### src/include/core_config.svh
`ifndef CORE_CONFIG_SVH
`define CORE_CONFIG_SVH

// datapath and instruction word width
`define CORE_XLEN 32

// architectural register file
`define CORE_NREG 32
`define CORE_AREG_W 5

// entries in the queue ahead of decode
`define CORE_QUEUE_DEPTH 4

`endif
### src/hw/core_pkg.sv
`default_nettype none

`include "core_config.svh"

package core_pkg;

    // pc, instruction and data words share one width
    typedef logic [`CORE_XLEN-1:0] word_t;

    // architectural register number
    typedef logic [`CORE_AREG_W-1:0] areg_t;

    // operations the single ALU can perform
    typedef enum logic [2:0] {
        ALU_ADD  = 3'd0,
        ALU_SUB  = 3'd1,
        ALU_SLT  = 3'd2,
        ALU_SLTU = 3'd3,
        ALU_AND  = 3'd4,
        ALU_OR   = 3'd5,
        ALU_XOR  = 3'd6
    } alu_op_e;

endpackage

`default_nettype wire

### src/hw/core_top.sv
`timescale 1ns/100ps
`default_nettype none

`include "core_config.svh"

module core_top (
    input  wire                  clk,
    input  wire                  rst_n_i,
    input  wire                  break_point_i,
    input  wire                  inst_valid_i,
    input  wire core_pkg::word_t inst_i,
    input  wire core_pkg::word_t pc_i,
    output logic                 inst_ready_o,
    output logic                 ws_valid_o,
    output core_pkg::word_t      debug0_wb_pc_o,
    output logic                 debug0_wb_rf_wen_o,
    output core_pkg::areg_t      debug0_wb_rf_wnum_o,
    output core_pkg::word_t      debug0_wb_rf_wdata_o
);

    // queue to decode
    logic              q_valid;
    core_pkg::word_t   q_inst;
    core_pkg::word_t   q_pc;

    // decode to execute
    logic              d_valid;
    core_pkg::word_t   d_pc;
    core_pkg::alu_op_e d_op;
    core_pkg::areg_t   d_rj;
    core_pkg::areg_t   d_rk;
    logic              d_use_imm;
    core_pkg::word_t   d_imm;
    logic              d_wen;
    core_pkg::areg_t   d_rd;

    // execute to commit
    logic              e_valid;
    core_pkg::word_t   e_pc;
    logic              e_wen;
    core_pkg::areg_t   e_rd;
    core_pkg::word_t   e_result;

    // register file reads
    core_pkg::areg_t   rj;
    core_pkg::areg_t   rk;
    core_pkg::word_t   rdata_j;
    core_pkg::word_t   rdata_k;

    // no bypass, the queue is decode's input register
    inst_queue #(
        .DEPTH(`CORE_QUEUE_DEPTH)
    ) i_inst_queue (
        .clk          (clk),
        .rst_n_i      (rst_n_i),
        .break_point_i(break_point_i),
        .in_valid_i   (inst_valid_i),
        .in_inst_i    (inst_i),
        .in_pc_i      (pc_i),
        .in_ready_o   (inst_ready_o),
        .out_valid_o  (q_valid),
        .out_inst_o   (q_inst),
        .out_pc_o     (q_pc)
    );

    decode_stage i_decode_stage (
        .clk         (clk),
        .rst_n_i     (rst_n_i),
        .inst_valid_i(q_valid),
        .inst_i      (q_inst),
        .pc_i        (q_pc),
        .d_valid_o   (d_valid),
        .d_pc_o      (d_pc),
        .d_op_o      (d_op),
        .d_rj_o      (d_rj),
        .d_rk_o      (d_rk),
        .d_use_imm_o (d_use_imm),
        .d_imm_o     (d_imm),
        .d_wen_o     (d_wen),
        .d_rd_o      (d_rd)
    );

    execute_stage i_execute_stage (
        .clk        (clk),
        .rst_n_i    (rst_n_i),
        .d_valid_i  (d_valid),
        .d_pc_i     (d_pc),
        .d_op_i     (d_op),
        .d_rj_i     (d_rj),
        .d_rk_i     (d_rk),
        .d_use_imm_i(d_use_imm),
        .d_imm_i    (d_imm),
        .d_wen_i    (d_wen),
        .d_rd_i     (d_rd),
        .rj_o       (rj),
        .rk_o       (rk),
        .rdata_j_i  (rdata_j),
        .rdata_k_i  (rdata_k),
        .e_valid_o  (e_valid),
        .e_pc_o     (e_pc),
        .e_wen_o    (e_wen),
        .e_rd_o     (e_rd),
        .e_result_o (e_result)
    );

    commit_stage i_commit_stage (
        .clk                 (clk),
        .rst_n_i             (rst_n_i),
        .e_valid_i           (e_valid),
        .e_pc_i              (e_pc),
        .e_wen_i             (e_wen),
        .e_rd_i              (e_rd),
        .e_result_i          (e_result),
        .rj_i                (rj),
        .rk_i                (rk),
        .rdata_j_o           (rdata_j),
        .rdata_k_o           (rdata_k),
        .ws_valid_o          (ws_valid_o),
        .debug0_wb_pc_o      (debug0_wb_pc_o),
        .debug0_wb_rf_wen_o  (debug0_wb_rf_wen_o),
        .debug0_wb_rf_wnum_o (debug0_wb_rf_wnum_o),
        .debug0_wb_rf_wdata_o(debug0_wb_rf_wdata_o)
    );

endmodule

`default_nettype wire

### src/hw/commit_stage.sv
`timescale 1ns/100ps
`default_nettype none

`include "core_config.svh"

module commit_stage (
    input  wire                  clk,
    input  wire                  rst_n_i,
    input  wire                  e_valid_i,
    input  wire core_pkg::word_t e_pc_i,
    input  wire                  e_wen_i,
    input  wire core_pkg::areg_t e_rd_i,
    input  wire core_pkg::word_t e_result_i,
    input  wire core_pkg::areg_t rj_i,
    input  wire core_pkg::areg_t rk_i,
    output core_pkg::word_t      rdata_j_o,
    output core_pkg::word_t      rdata_k_o,
    output logic                 ws_valid_o,
    output core_pkg::word_t      debug0_wb_pc_o,
    output logic                 debug0_wb_rf_wen_o,
    output core_pkg::areg_t      debug0_wb_rf_wnum_o,
    output core_pkg::word_t      debug0_wb_rf_wdata_o
);
    import core_pkg::*;

    word_t rf [`CORE_NREG];
    logic  wr_en;

    assign wr_en = e_wen_i; // execute gates it with valid, decode clears it for r0

    always_ff @(posedge clk or negedge rst_n_i) begin
        if (!rst_n_i) begin
            for (int i = 0; i < `CORE_NREG; i++) begin
                rf[i] <= '0;
            end
        end else if (wr_en) begin
            rf[e_rd_i] <= e_result_i;
        end
    end

    // write-first, so a reader in execute sees the value retiring now
    function automatic word_t read_port(input areg_t idx);
        word_t val;
        if (idx == '0) begin
            val = '0;
        end else if (wr_en && (idx == e_rd_i)) begin
            val = e_result_i;
        end else begin
            val = rf[idx];
        end
        return val;
    endfunction

    always_comb begin
        rdata_j_o = read_port(rj_i);
        rdata_k_o = read_port(rk_i);
    end

    // trace of the retiring instruction
    assign ws_valid_o           = e_valid_i;
    assign debug0_wb_pc_o       = e_pc_i;
    assign debug0_wb_rf_wen_o   = wr_en;
    assign debug0_wb_rf_wnum_o  = e_rd_i;
    assign debug0_wb_rf_wdata_o = e_result_i;

endmodule

`default_nettype wire

### src/hw/execute_stage.sv
`timescale 1ns/100ps
`default_nettype none

`include "core_config.svh"

module execute_stage (
    input  wire                    clk,
    input  wire                    rst_n_i,
    input  wire                    d_valid_i,
    input  wire core_pkg::word_t   d_pc_i,
    input  wire core_pkg::alu_op_e d_op_i,
    input  wire core_pkg::areg_t   d_rj_i,
    input  wire core_pkg::areg_t   d_rk_i,
    input  wire                    d_use_imm_i,
    input  wire core_pkg::word_t   d_imm_i,
    input  wire                    d_wen_i,
    input  wire core_pkg::areg_t   d_rd_i,
    output core_pkg::areg_t        rj_o,
    output core_pkg::areg_t        rk_o,
    input  wire core_pkg::word_t   rdata_j_i,
    input  wire core_pkg::word_t   rdata_k_i,
    output logic                   e_valid_o,
    output core_pkg::word_t        e_pc_o,
    output logic                   e_wen_o,
    output core_pkg::areg_t        e_rd_o,
    output core_pkg::word_t        e_result_o
);
    import core_pkg::*;

    word_t src_a;
    word_t src_b;
    word_t alu_res;

    // operands come straight from the register file read ports
    assign rj_o  = d_rj_i;
    assign rk_o  = d_rk_i;
    assign src_a = rdata_j_i;
    assign src_b = d_use_imm_i ? d_imm_i : rdata_k_i;

    always_comb begin
        case (d_op_i)
            ALU_ADD:  alu_res = src_a + src_b; // wraps at 32 bits
            ALU_SUB:  alu_res = src_a - src_b;
            ALU_SLT:  alu_res = {{(`CORE_XLEN - 1){1'b0}}, $signed(src_a) < $signed(src_b)};
            ALU_SLTU: alu_res = {{(`CORE_XLEN - 1){1'b0}}, src_a < src_b};
            ALU_AND:  alu_res = src_a & src_b;
            ALU_OR:   alu_res = src_a | src_b;
            ALU_XOR:  alu_res = src_a ^ src_b;
            default:  alu_res = '0;
        endcase
    end

    always_ff @(posedge clk or negedge rst_n_i) begin
        if (!rst_n_i) begin
            e_valid_o <= 1'b0;
            e_wen_o   <= 1'b0;
        end else begin
            e_valid_o <= d_valid_i;
            e_wen_o   <= d_valid_i && d_wen_i;
        end
    end

    always_ff @(posedge clk) begin
        e_pc_o     <= d_pc_i;
        e_rd_o     <= d_rd_i;
        e_result_o <= alu_res;
    end

endmodule

`default_nettype wire

### src/hw/decode_stage.sv
`timescale 1ns/100ps
`default_nettype none

`include "core_config.svh"

module decode_stage (
    input  wire                  clk,
    input  wire                  rst_n_i,
    input  wire                  inst_valid_i,
    input  wire core_pkg::word_t inst_i,
    input  wire core_pkg::word_t pc_i,
    output logic                 d_valid_o,
    output core_pkg::word_t      d_pc_o,
    output core_pkg::alu_op_e    d_op_o,
    output core_pkg::areg_t      d_rj_o,
    output core_pkg::areg_t      d_rk_o,
    output logic                 d_use_imm_o,
    output core_pkg::word_t      d_imm_o,
    output logic                 d_wen_o,
    output core_pkg::areg_t      d_rd_o
);
    import core_pkg::*;

    // 3R major opcodes, inst[31:15]
    localparam logic [16:0] OP_ADD_W = 17'h00020;
    localparam logic [16:0] OP_SUB_W = 17'h00022;
    localparam logic [16:0] OP_SLT   = 17'h00024;
    localparam logic [16:0] OP_SLTU  = 17'h00025;
    localparam logic [16:0] OP_AND   = 17'h00029;
    localparam logic [16:0] OP_OR    = 17'h0002a;
    localparam logic [16:0] OP_XOR   = 17'h0002b;
    // 2RI12 opcode, inst[31:22]
    localparam logic [9:0]  OP_ADDI_W = 10'h00a;

    alu_op_e op;
    logic    use_imm;
    logic    known;
    word_t   imm;
    areg_t   rd;

    always_comb begin
        op      = ALU_ADD;
        use_imm = 1'b0;
        known   = 1'b1;
        if (inst_i[31:22] == OP_ADDI_W) begin
            use_imm = 1'b1; // addi.w runs as an add
        end else begin
            case (inst_i[31:15])
                OP_ADD_W: op = ALU_ADD;
                OP_SUB_W: op = ALU_SUB;
                OP_SLT:   op = ALU_SLT;
                OP_SLTU:  op = ALU_SLTU;
                OP_AND:   op = ALU_AND;
                OP_OR:    op = ALU_OR;
                OP_XOR:   op = ALU_XOR;
                default:  known = 1'b0;
            endcase
        end
    end

    assign imm = {{(`CORE_XLEN - 12){inst_i[21]}}, inst_i[21:10]}; // si12
    assign rd  = inst_i[4:0];

    always_ff @(posedge clk or negedge rst_n_i) begin
        if (!rst_n_i) begin
            d_valid_o <= 1'b0;
            d_wen_o   <= 1'b0;
        end else begin
            d_valid_o <= inst_valid_i;
            // unknown words and r0 targets still retire, just without a write
            d_wen_o   <= inst_valid_i && known && (rd != '0);
        end
    end

    always_ff @(posedge clk) begin
        d_pc_o      <= pc_i;
        d_op_o      <= op;
        d_rj_o      <= inst_i[9:5];
        d_rk_o      <= inst_i[14:10];
        d_use_imm_o <= use_imm;
        d_imm_o     <= imm;
        d_rd_o      <= rd;
    end

endmodule

`default_nettype wire

### src/hw/inst_queue.sv
`timescale 1ns/100ps
`default_nettype none

`include "core_config.svh"

module inst_queue #(
    parameter int DEPTH = `CORE_QUEUE_DEPTH
) (
    input  wire                  clk,
    input  wire                  rst_n_i,
    input  wire                  break_point_i,
    input  wire                  in_valid_i,
    input  wire core_pkg::word_t in_inst_i,
    input  wire core_pkg::word_t in_pc_i,
    output logic                 in_ready_o,
    output logic                 out_valid_o,
    output core_pkg::word_t      out_inst_o,
    output core_pkg::word_t      out_pc_o
);
    import core_pkg::*;

    localparam int PTR_W = (DEPTH > 1) ? $clog2(DEPTH) : 1;
    localparam int CNT_W = $clog2(DEPTH + 1);

    word_t            inst_mem [DEPTH];
    word_t            pc_mem   [DEPTH];
    logic [PTR_W-1:0] wr_ptr;
    logic [PTR_W-1:0] rd_ptr;
    logic [CNT_W-1:0] count;
    logic             push;
    logic             pop;

    // wrap at DEPTH, which need not be a power of two
    function automatic logic [PTR_W-1:0] next_ptr(input logic [PTR_W-1:0] ptr);
        logic [PTR_W-1:0] nxt;
        if (ptr == PTR_W'(DEPTH - 1)) begin
            nxt = '0;
        end else begin
            nxt = ptr + PTR_W'(1);
        end
        return nxt;
    endfunction

    assign in_ready_o  = (count != CNT_W'(DEPTH));
    assign out_valid_o = (count != '0) && !break_point_i; // hold keeps entries in place
    assign push        = in_valid_i && in_ready_o;
    assign pop         = out_valid_o;                     // decode takes one per cycle

    always_ff @(posedge clk or negedge rst_n_i) begin
        if (!rst_n_i) begin
            wr_ptr <= '0;
            rd_ptr <= '0;
            count  <= '0;
        end else begin
            if (push) begin
                wr_ptr <= next_ptr(wr_ptr);
            end
            if (pop) begin
                rd_ptr <= next_ptr(rd_ptr);
            end
            case ({push, pop})
                2'b10:   count <= count + CNT_W'(1);
                2'b01:   count <= count - CNT_W'(1);
                default: count <= count;
            endcase
        end
    end

    // storage doubles as the decode input register
    always_ff @(posedge clk) begin
        if (push) begin
            inst_mem[wr_ptr] <= in_inst_i;
            pc_mem[wr_ptr]   <= in_pc_i;
        end
    end

    assign out_inst_o = inst_mem[rd_ptr];
    assign out_pc_o   = pc_mem[rd_ptr];

endmodule

`default_nettype wire

### config.mk
export PLATFORM = sky130hd
export DESIGN_NAME = core_top
export DESIGN_NICKNAME = d
export VERILOG_FILES = /design/src/hw/core_pkg.sv /design/src/hw/core_top.sv /design/src/hw/commit_stage.sv /design/src/hw/execute_stage.sv /design/src/hw/decode_stage.sv /design/src/hw/inst_queue.sv
export VERILOG_INCLUDE_DIRS = /design/src /design/src/include
export SDC_FILE = /design/constraint.sdc
export NUM_CORES = 2
export LEC_CHECK = 0
export BUFFER_PORTS_ARGS = -buffer_cell sky130_fd_sc_hd__buf_2
export CAP_MARGIN = 10
export CELL_PAD_IN_SITES_DETAIL_PLACEMENT = 1
export CELL_PAD_IN_SITES_GLOBAL_PLACEMENT = 1
export CORE_UTILIZATION = 40
export CTS_CLUSTER_DIAMETER = 40
export DETAILED_ROUTE_END_ITERATION = 8
export HOLD_SLACK_MARGIN = 0.1
export PLACE_DENSITY_LB_ADDON = 0.2
export SKIP_LAST_GASP = 1
export SLEW_MARGIN = 20
export SYNTH_ARGS = -nofsm -noshare
export SYNTH_HDL_FRONTEND = slang
export SYNTH_SLANG_ARGS = --single-unit
### constraint.sdc
create_clock -name clk -period 11.2 [get_ports clk]
set_input_delay 0.56 -clock clk [delete_from_list [all_inputs] [get_ports clk]]
set_output_delay 0.56 -clock clk [all_outputs]
set_load 0.02 [all_outputs]
== Word-level counts from Yosys, hierarchy flattened ==
Memory sizes are Yosys's and may differ from the RTL's. A register that Yosys moved wholly into a read port is not among the register bits.
Cells that the tools add are included.

* Word-level logic and storage cells: 129
* Memories: 2
* Output and inout port bits: 72
* Input port bits: 68
* Memory bits (writable): 256
* Register bits after elaboration: 1135

* Bitwise gates (word level): 6
* Mux-type cells: 24
* Order comparisons: 6
* Reduce and logical (&&, ||, !) cells: 16
* Add/subtract/negate cells: 6
* Equality and inequality tests: 21

{| class="wikitable"
|+ Memory list
! memory !! depth !! bits a word !! rd ports !! clocked after memory_dff !! wr ports !! RTL line !! RTL
|-
| i_inst_queue.inst_mem || 4 || 32 || 1 || 0 || 1 || inst_queue.sv:25 || <nowiki>word_t inst_mem [DEPTH];</nowiki>
|-
| i_inst_queue.pc_mem || 4 || 32 || 1 || 1 || 1 || inst_queue.sv:26 || <nowiki>word_t pc_mem [DEPTH];</nowiki>
|}

{| class="wikitable"
|+ Operators with widths
! operator !! count
|-
| $bwmux W1024 || 1
|-
| $bmux W32 S5 || 2
|-
| $mux W32 || 10
|-
| $pmux W32 S7 || 1
|-
| $demux W32 S5 || 1
|-
| $eq A17 B6 Y1 const B || 7
|-
| $lt A32 B32 Y1 || 2
|-
| $add A32 B32 Y32 || 1
|-
| $and A32 B32 Y32 || 1
|-
| $or A32 B32 Y32 || 1
|-
| $sub A32 B32 Y32 || 1
|-
| $xor A32 B32 Y32 || 1
|-
| $ge A6 B6 Y1 const B || 3
|-
| $not A5 Y6 || 3
|-
| $pmux W3 S6 || 1
|-
| $eq A10 B4 Y1 const B || 1
|-
| $eq A5 B5 Y1 || 2
|-
| $logic_not A5 Y1 || 2
|-
| $eq A3 B3 Y1 const B || 3
|-
| $logic_and A1 B1 Y1 || 8
|-
| $reduce_or A7 Y1 || 1
|-
| $eq A2 B2 Y1 const B || 3
|-
| $eq A3 B2 Y1 const B || 2
|-
| $lt A6 B1 Y1 const B || 1
|-
| other kinds (14) || 20
|}

== Longest topological paths before layout ==
* Depth after elaboration: 9
* Mapped depth: 22
* Gate-level depth less buffers: 20

== Modules after synthesis ==
Synthesis repeated with hierarchy kept, for this count alone.

* Cell total of the unflattened synthesis: 5254
* Area total of the unflattened synthesis: 73828.3 µm²

{| class="wikitable"
|+ By module, submodules not included
! module !! cells each !! seq. area each (µm²) !! instances !! area each (µm²)
|-
| commit_stage || 3826 || 25624.6 || 1 || 55524.5
|-
| inst_queue || 373 || 7862.5 || 1 || 9674.3
|-
| execute_stage || 943 || 1431.4 || 1 || 7058.0
|-
| decode_stage || 112 || 1211.2 || 1 || 1571.5
|}

== Worst setup path before layout ==
Ideal clock, no wire load.

* Path kind: register to register
* From: register i_decode_stage.d_rk_o[0]
* To: register i_execute_stage.e_result_o[0]
* Library setup time: 0.119 ns
* Cell stages (with the launch flop): 22
* Setup slack: 6.094 ns
* Period minus slack after synthesis: 5.106 ns
* Data arrival time: 4.987 ns
* Path buffers: 3
* Data required time: 11.081 ns
* Path through: dfxtp_1 -> clkbuf_1 -> clkbuf_1 -> buf_2 -> mux4_2 -> mux4_2 -> mux2i_1 -> nor2_1 -> a21oi_1 -> o21a_1 -> inv_1 -> ha_1 -> fa_1 -> o21bai_2 -> a211oi_1 -> o211a_1 -> a2111o_1 -> a31oi_4 -> nor4_1 -> or4b_1 -> o2111ai_1 -> nand2_1

* Cells in the longest elaborated chain, start to end: 9
* Elaborated cells between the ends (all ways): 18
* Classes of those cells: 2 x add/sub; 2 x order compare; 1 x eq/ne; 7 x mux; 4 x bitwise; 2 x reduce/logical

{| class="wikitable"
|+ RTL lines
! what !! RTL line !! RTL
|-
| from (decl) || decode_stage.sv:16 || <nowiki>output core_pkg::areg_t d_rk_o,</nowiki>
|-
| from (signal assigned) || decode_stage.sv:79 || <nowiki>d_rk_o <= inst_i[14:10];</nowiki>
|-
| $not A5 Y6 (implied by the code) || commit_stage.sv:49 || <nowiki>val = rf[idx];</nowiki>
|-
| $bmux W32 S5 || commit_stage.sv:49 ||
|-
| $mux W32 (implied by the code) (2 in a row) || commit_stage.sv:49 ||
|-
| $mux W32 || commit_stage.sv:46 || <nowiki>end else if (wr_en && (idx == e_rd_i)) begin</nowiki>
|-
| $mux W32 * || commit_stage.sv:44 || <nowiki>if (idx == '0) begin</nowiki>
|-
| $mux W32 * || execute_stage.sv:38 || <nowiki>assign src_b = d_use_imm_i ? d_imm_i : rdata_k_i;</nowiki>
|-
| $sub A32 B32 Y32 (tied with other cells) || execute_stage.sv:43 || <nowiki>ALU_SUB: alu_res = src_a - src_b;</nowiki>
|-
| $pmux W32 S7 * || execute_stage.sv:41 || <nowiki>case (d_op_i)</nowiki>
|-
| to (signal assigned) || execute_stage.sv:66 || <nowiki>e_result_o <= alu_res;</nowiki>
|-
| to (decl) || execute_stage.sv:26 || <nowiki>output core_pkg::word_t e_result_o</nowiki>
|}

Mark *: on every way between the ends. The rest lies on a longest branch, timed or not. The select of a mux whose other input is x is not followed.
A chain may end at the register's enable or synchronous reset.

== Worst setup path after layout ==
* From: register i_decode_stage.d_rk_o[1]
* To: register i_execute_stage.e_result_o[0]

Same word-level chain as after synthesis.

==> results.md <==
- Outcome: complete, no violations
- Mean Syn Cell Area: 15.1 µm²
- WS Path Type: reg -> reg
- F_max: 157 MHz
- Number of synthesis warnings: 0
- WP data arrival: 7150 ps
- Fin crit share: 57.0%
- Int Power: 0.0124 W
- Clock share of power: 40.2%
- Synth top area share: 35.6%
- Post-synth top area cell: dfrtp_1
- Pin count of the biggest net entering global routing: 149
- Syn Inst Count: 4801
- Bufs and invs on worst path: 2
- Critical Path RT: 11970 ps
- First-pass iteration count of the detailed router: 5
- Fraction of registers with async set/reset: 73.0%
- Placed Cells: 6978
- Critical R2R Capture: i_execute_stage.e_result_o[0]
- Hold Path End: i_execute_stage.e_rd_o[0]
- I/O pin count: 140
- Maxcap violations: 0
- Initial core utilization: 40.2%
- Worst vdd ir: 0.302 mV
- Crit path time final: 6380 ps
- Worst-path clk slew: 60 ps
- Final #Nets: 5097
- Postcts setup bufs: 0
- GR Overflow Total: 0
- Routability cong.: 0.899
- ANT cells: 0
- Crit path top cell by count: mux4_2
- Ys flop type: dfrtp_1
- CP cell instances: buf_4 -> mux4_2 -> mux4_2 -> mux2i_1 -> nor2_1 -> a21oi_1 -> o21a_1 -> inv_1 -> ha_1 -> fa_1 -> o21bai_2 -> a211oi_1 -> o211a_1 -> a2111o_1 -> a31oi_4 -> nor4_1 -> or4b_1 -> o2111ai_1 -> nand2_1
- Register area share after synthesis: 49.7%
- Clk_lat worst skew: 890 ps
- DIE HEIGHT: 428 µm
- Leakage: 37.1 nW
- Setup Skew: 64.8 ps
- Min-Delay Path Depth: 0
- Pwr Density: 224 mW/mm²
- Critical Path End Type: register
- Total CTS buffers: 240
- Worst hold start: i_decode_stage.d_rd_o[0]
- Syn Nets: 4981
- Worst slew pin tran: 1140 ps
- Post-route DRC: 0
- Detail Route Antenna Nets: 0
- RR Startpoint: i_decode_stage.d_rk_o[1]
- Number of distinct library cells after synthesis: 93
- CTS tree: yes
- CP max stage cell: buf_4
- Post-synth EDFFs: 256
- H-tree lvl count: 4
- Vias in the first global route: 49.3k
- Final core utilization: 47.1%
- Die width: 428 µm
- CP Launch Type: register
- Switching fraction of total power: 35.0%
- Comb power frac: 26.9%
- Crit-path max FO: 59
- Reg-to-reg slack, setup: 4820 ps
- Initial antenna violation count: 7
- Placed wire-length estimate: 129000 µm
- Vias per std cell: 6.03
- Setup violations, final: 0
- Core Area: 0.181 mm²
- Port-buffer cells: 139
- Final Hold Vio Count: 0
- Sequential group share of total power: 32.9%
- Clk root buf: clkbuf_16
- Routed WL: 229000 µm
- Tot Pwr: 0.0191 W
- Critical path's top delay family: compound AO/OA/AOI/OAI gates
- Initial drt markers: 3273
- Setup TNS: 0 ps
- Routed len/inst: 30.6 µm
- Area growth, synth to finish: 17.0%
- CP max stage delay: 890 ps
- Die Footprint: 0.183 mm²
- Site row count: 156
- Area contributors post-synth: dfrtp_1 (36%), mux4_2 (21%), mux2_2 (16%)
- Finished Cell Area: 0.0850 mm²
- First-pass GRT wire length: 345000 µm
- Routed vias: 45.2k
- Worst-case clock buffer depth: 3
- Share of cells above drive strength 1: 47.6%
- Total track usage: 25.4%
- Yosys reg bits: 1418
- Max-slew violation count: 0
- Post-Syn Area: 0.0727 mm²
- Clk sinks: 1418
- Net Switching: 0.00668 W
- Layout Cells excl Fill: 7497
- Worst hold path class: reg -> reg
- Post-Place Cell Area: 0.0758 mm²
- RSZ-0062 raised after global routing: no
- Worst reg-to-reg path cell count: 19
- Slew headroom: 23.6%
[stage by stage]
step / hold slack [ps] / worst slack, ps
after detailed placement: 313 / 4820
after global placement: 310 / 4810
final: 322 / 4820
after CTS: 321 / 4800
after global routing: 332 / 4380
after floorplan: 264 / 6090
[cell families (layout without fill, tap and decap cells)]
kind of cell               Yosys count  count (layout)  synth area share, %
muxes                             1797            1797                 38.1
DFF                               1418            1418                 49.7
buffers and inverters              550             876                 3.12
AOI/OAI and AO/OA                  463             463                 3.94
and+or+nand+nor                    425             425                 2.74
adders and majority gates          112             112                 1.96
xor gates and xnor gates            36              36                0.434
[flip-flops by register name, indices dropped and copies added (netlist names)]
| register | count |
|---|---|
| i_decode_stage.d_rk_o | 4 |
| i_execute_stage.e_rd_o | 5 |
| i_inst_queue.wr_ptr | 2 |
| i_decode_stage.d_rj_o | 5 |
| i_commit_stage.rf | 1024 |
| i_decode_stage.d_op_o | 3 |
| i_decode_stage.d_valid_o | 1 |
| i_inst_queue.pc_mem | 128 |
| i_decode_stage.d_use_imm_o | 1 |
| i_execute_stage.e_wen_o | 1 |
| i_inst_queue.rd_ptr | 2 |
| i_inst_queue.inst_mem | 128 |
| i_execute_stage.e_valid_o | 1 |
| i_decode_stage.d_pc_o | 32 |
| i_execute_stage.e_pc_o | 32 |
| i_inst_queue.count | 3 |
| i_decode_stage.d_wen_o | 1 |
| i_decode_stage.d_imm_o | 8 |
| i_decode_stage.d_rd_o | 5 |
| i_execute_stage.e_result_o | 32 |
[worst max-delay path by stage]
stage                                         from                             end  cells after the start  slack (ps)
final                     i_decode_stage.d_rk_o[1]   i_execute_stage.e_result_o[0]                     19        4820
after CTS                 i_decode_stage.d_rk_o[0]  i_execute_stage.e_result_o[28]                     17        4800
after global placement    i_decode_stage.d_rk_o[0]   i_execute_stage.e_result_o[0]                     17        4810
after global routing      i_decode_stage.d_rk_o[0]  i_execute_stage.e_result_o[27]                     18        4380
after detailed placement  i_decode_stage.d_rk_o[0]   i_execute_stage.e_result_o[0]                     17        4820
after floorplan           i_decode_stage.d_rk_o[0]   i_execute_stage.e_result_o[0]                     21        6090
[what timing repair did]
action | in CTS | in global routing
hold buffers | 67 | 0
hold endpoints to repair | 361 | 0
endpoints found under the setup margin | 0 | 0
resized for setup | 0 | 0
[routing by layer]
metal	vias up	part of all wire, %	track usage [%]
li1	18826	-	-
met4	0	3.3	9.02
met1	24874	43	34.3
met2	1148	49	41.7
met5	-	0	0
met3	385	4.6	3.83
[synth_stat cells (72+ instances only)]
cell	number
dfrtp_1	1035
mux2_2	1011
mux4_2	673
clkbuf_1	292
edfxtp_1	256
nand2_1	137
nor2_1	131
dfxtp_1	127
a21oi_1	122
mux2i_1	113
ha_1	109
inv_1	100
o21ai_1	78
o21ai_0	72
[power groups by stage]
stage / sequential (W) / combinational [W] / clock [W]
4_1_cts: 0.00629 / 0.00518 / 0.00779
3_3_place_gp: 0.00636 / 0.00513 / 0
6_report: 0.00628 / 0.00513 / 0.00766
5_1_grt: 0.00634 / 0.00548 / 0.00803
3_5_place_dp: 0.00638 / 0.00515 / 0
2_1_floorplan: 0.00610 / 0.00356 / 0
[worst reg2reg max path: cells and delay by family, from the launching register on]
kind / cells / cell delay [ps]
AOI/OAI and AO/OA: 8 / 1820
DFF: 1 / 860
muxes: 3 / 1090
and+or+nand+nor: 4 / 760
buffers and inverters: 2 / 1030
adders and majority gates: 2 / 700
[area by class of cell]
type,count,area (µm²)
clock buffers,280,6380
clock inverters,172,2190
fillers,17282,95500
inverters,104,390
multi-input cells,2833,34600
flip-flops and latches,1418,36200
well taps,2370,2970
repair buffers,320,2340
[cells in the final DEF, fill, tap and decap left out, types with 100 or more instances in the layout]
master / n
inv_1: 100
clkbuf_16: 240
edfxtp_1: 256
mux2i_1: 113
nand2_1: 121
buf_2: 138
ha_1: 109
dfrtp_1: 1033
dfxtp_1: 114
mux2_2: 1011
a21oi_1: 122
nor2_1: 114
buf_4: 105
mux4_2: 673
Note: power is estimated with default switching activity, not from simulation.
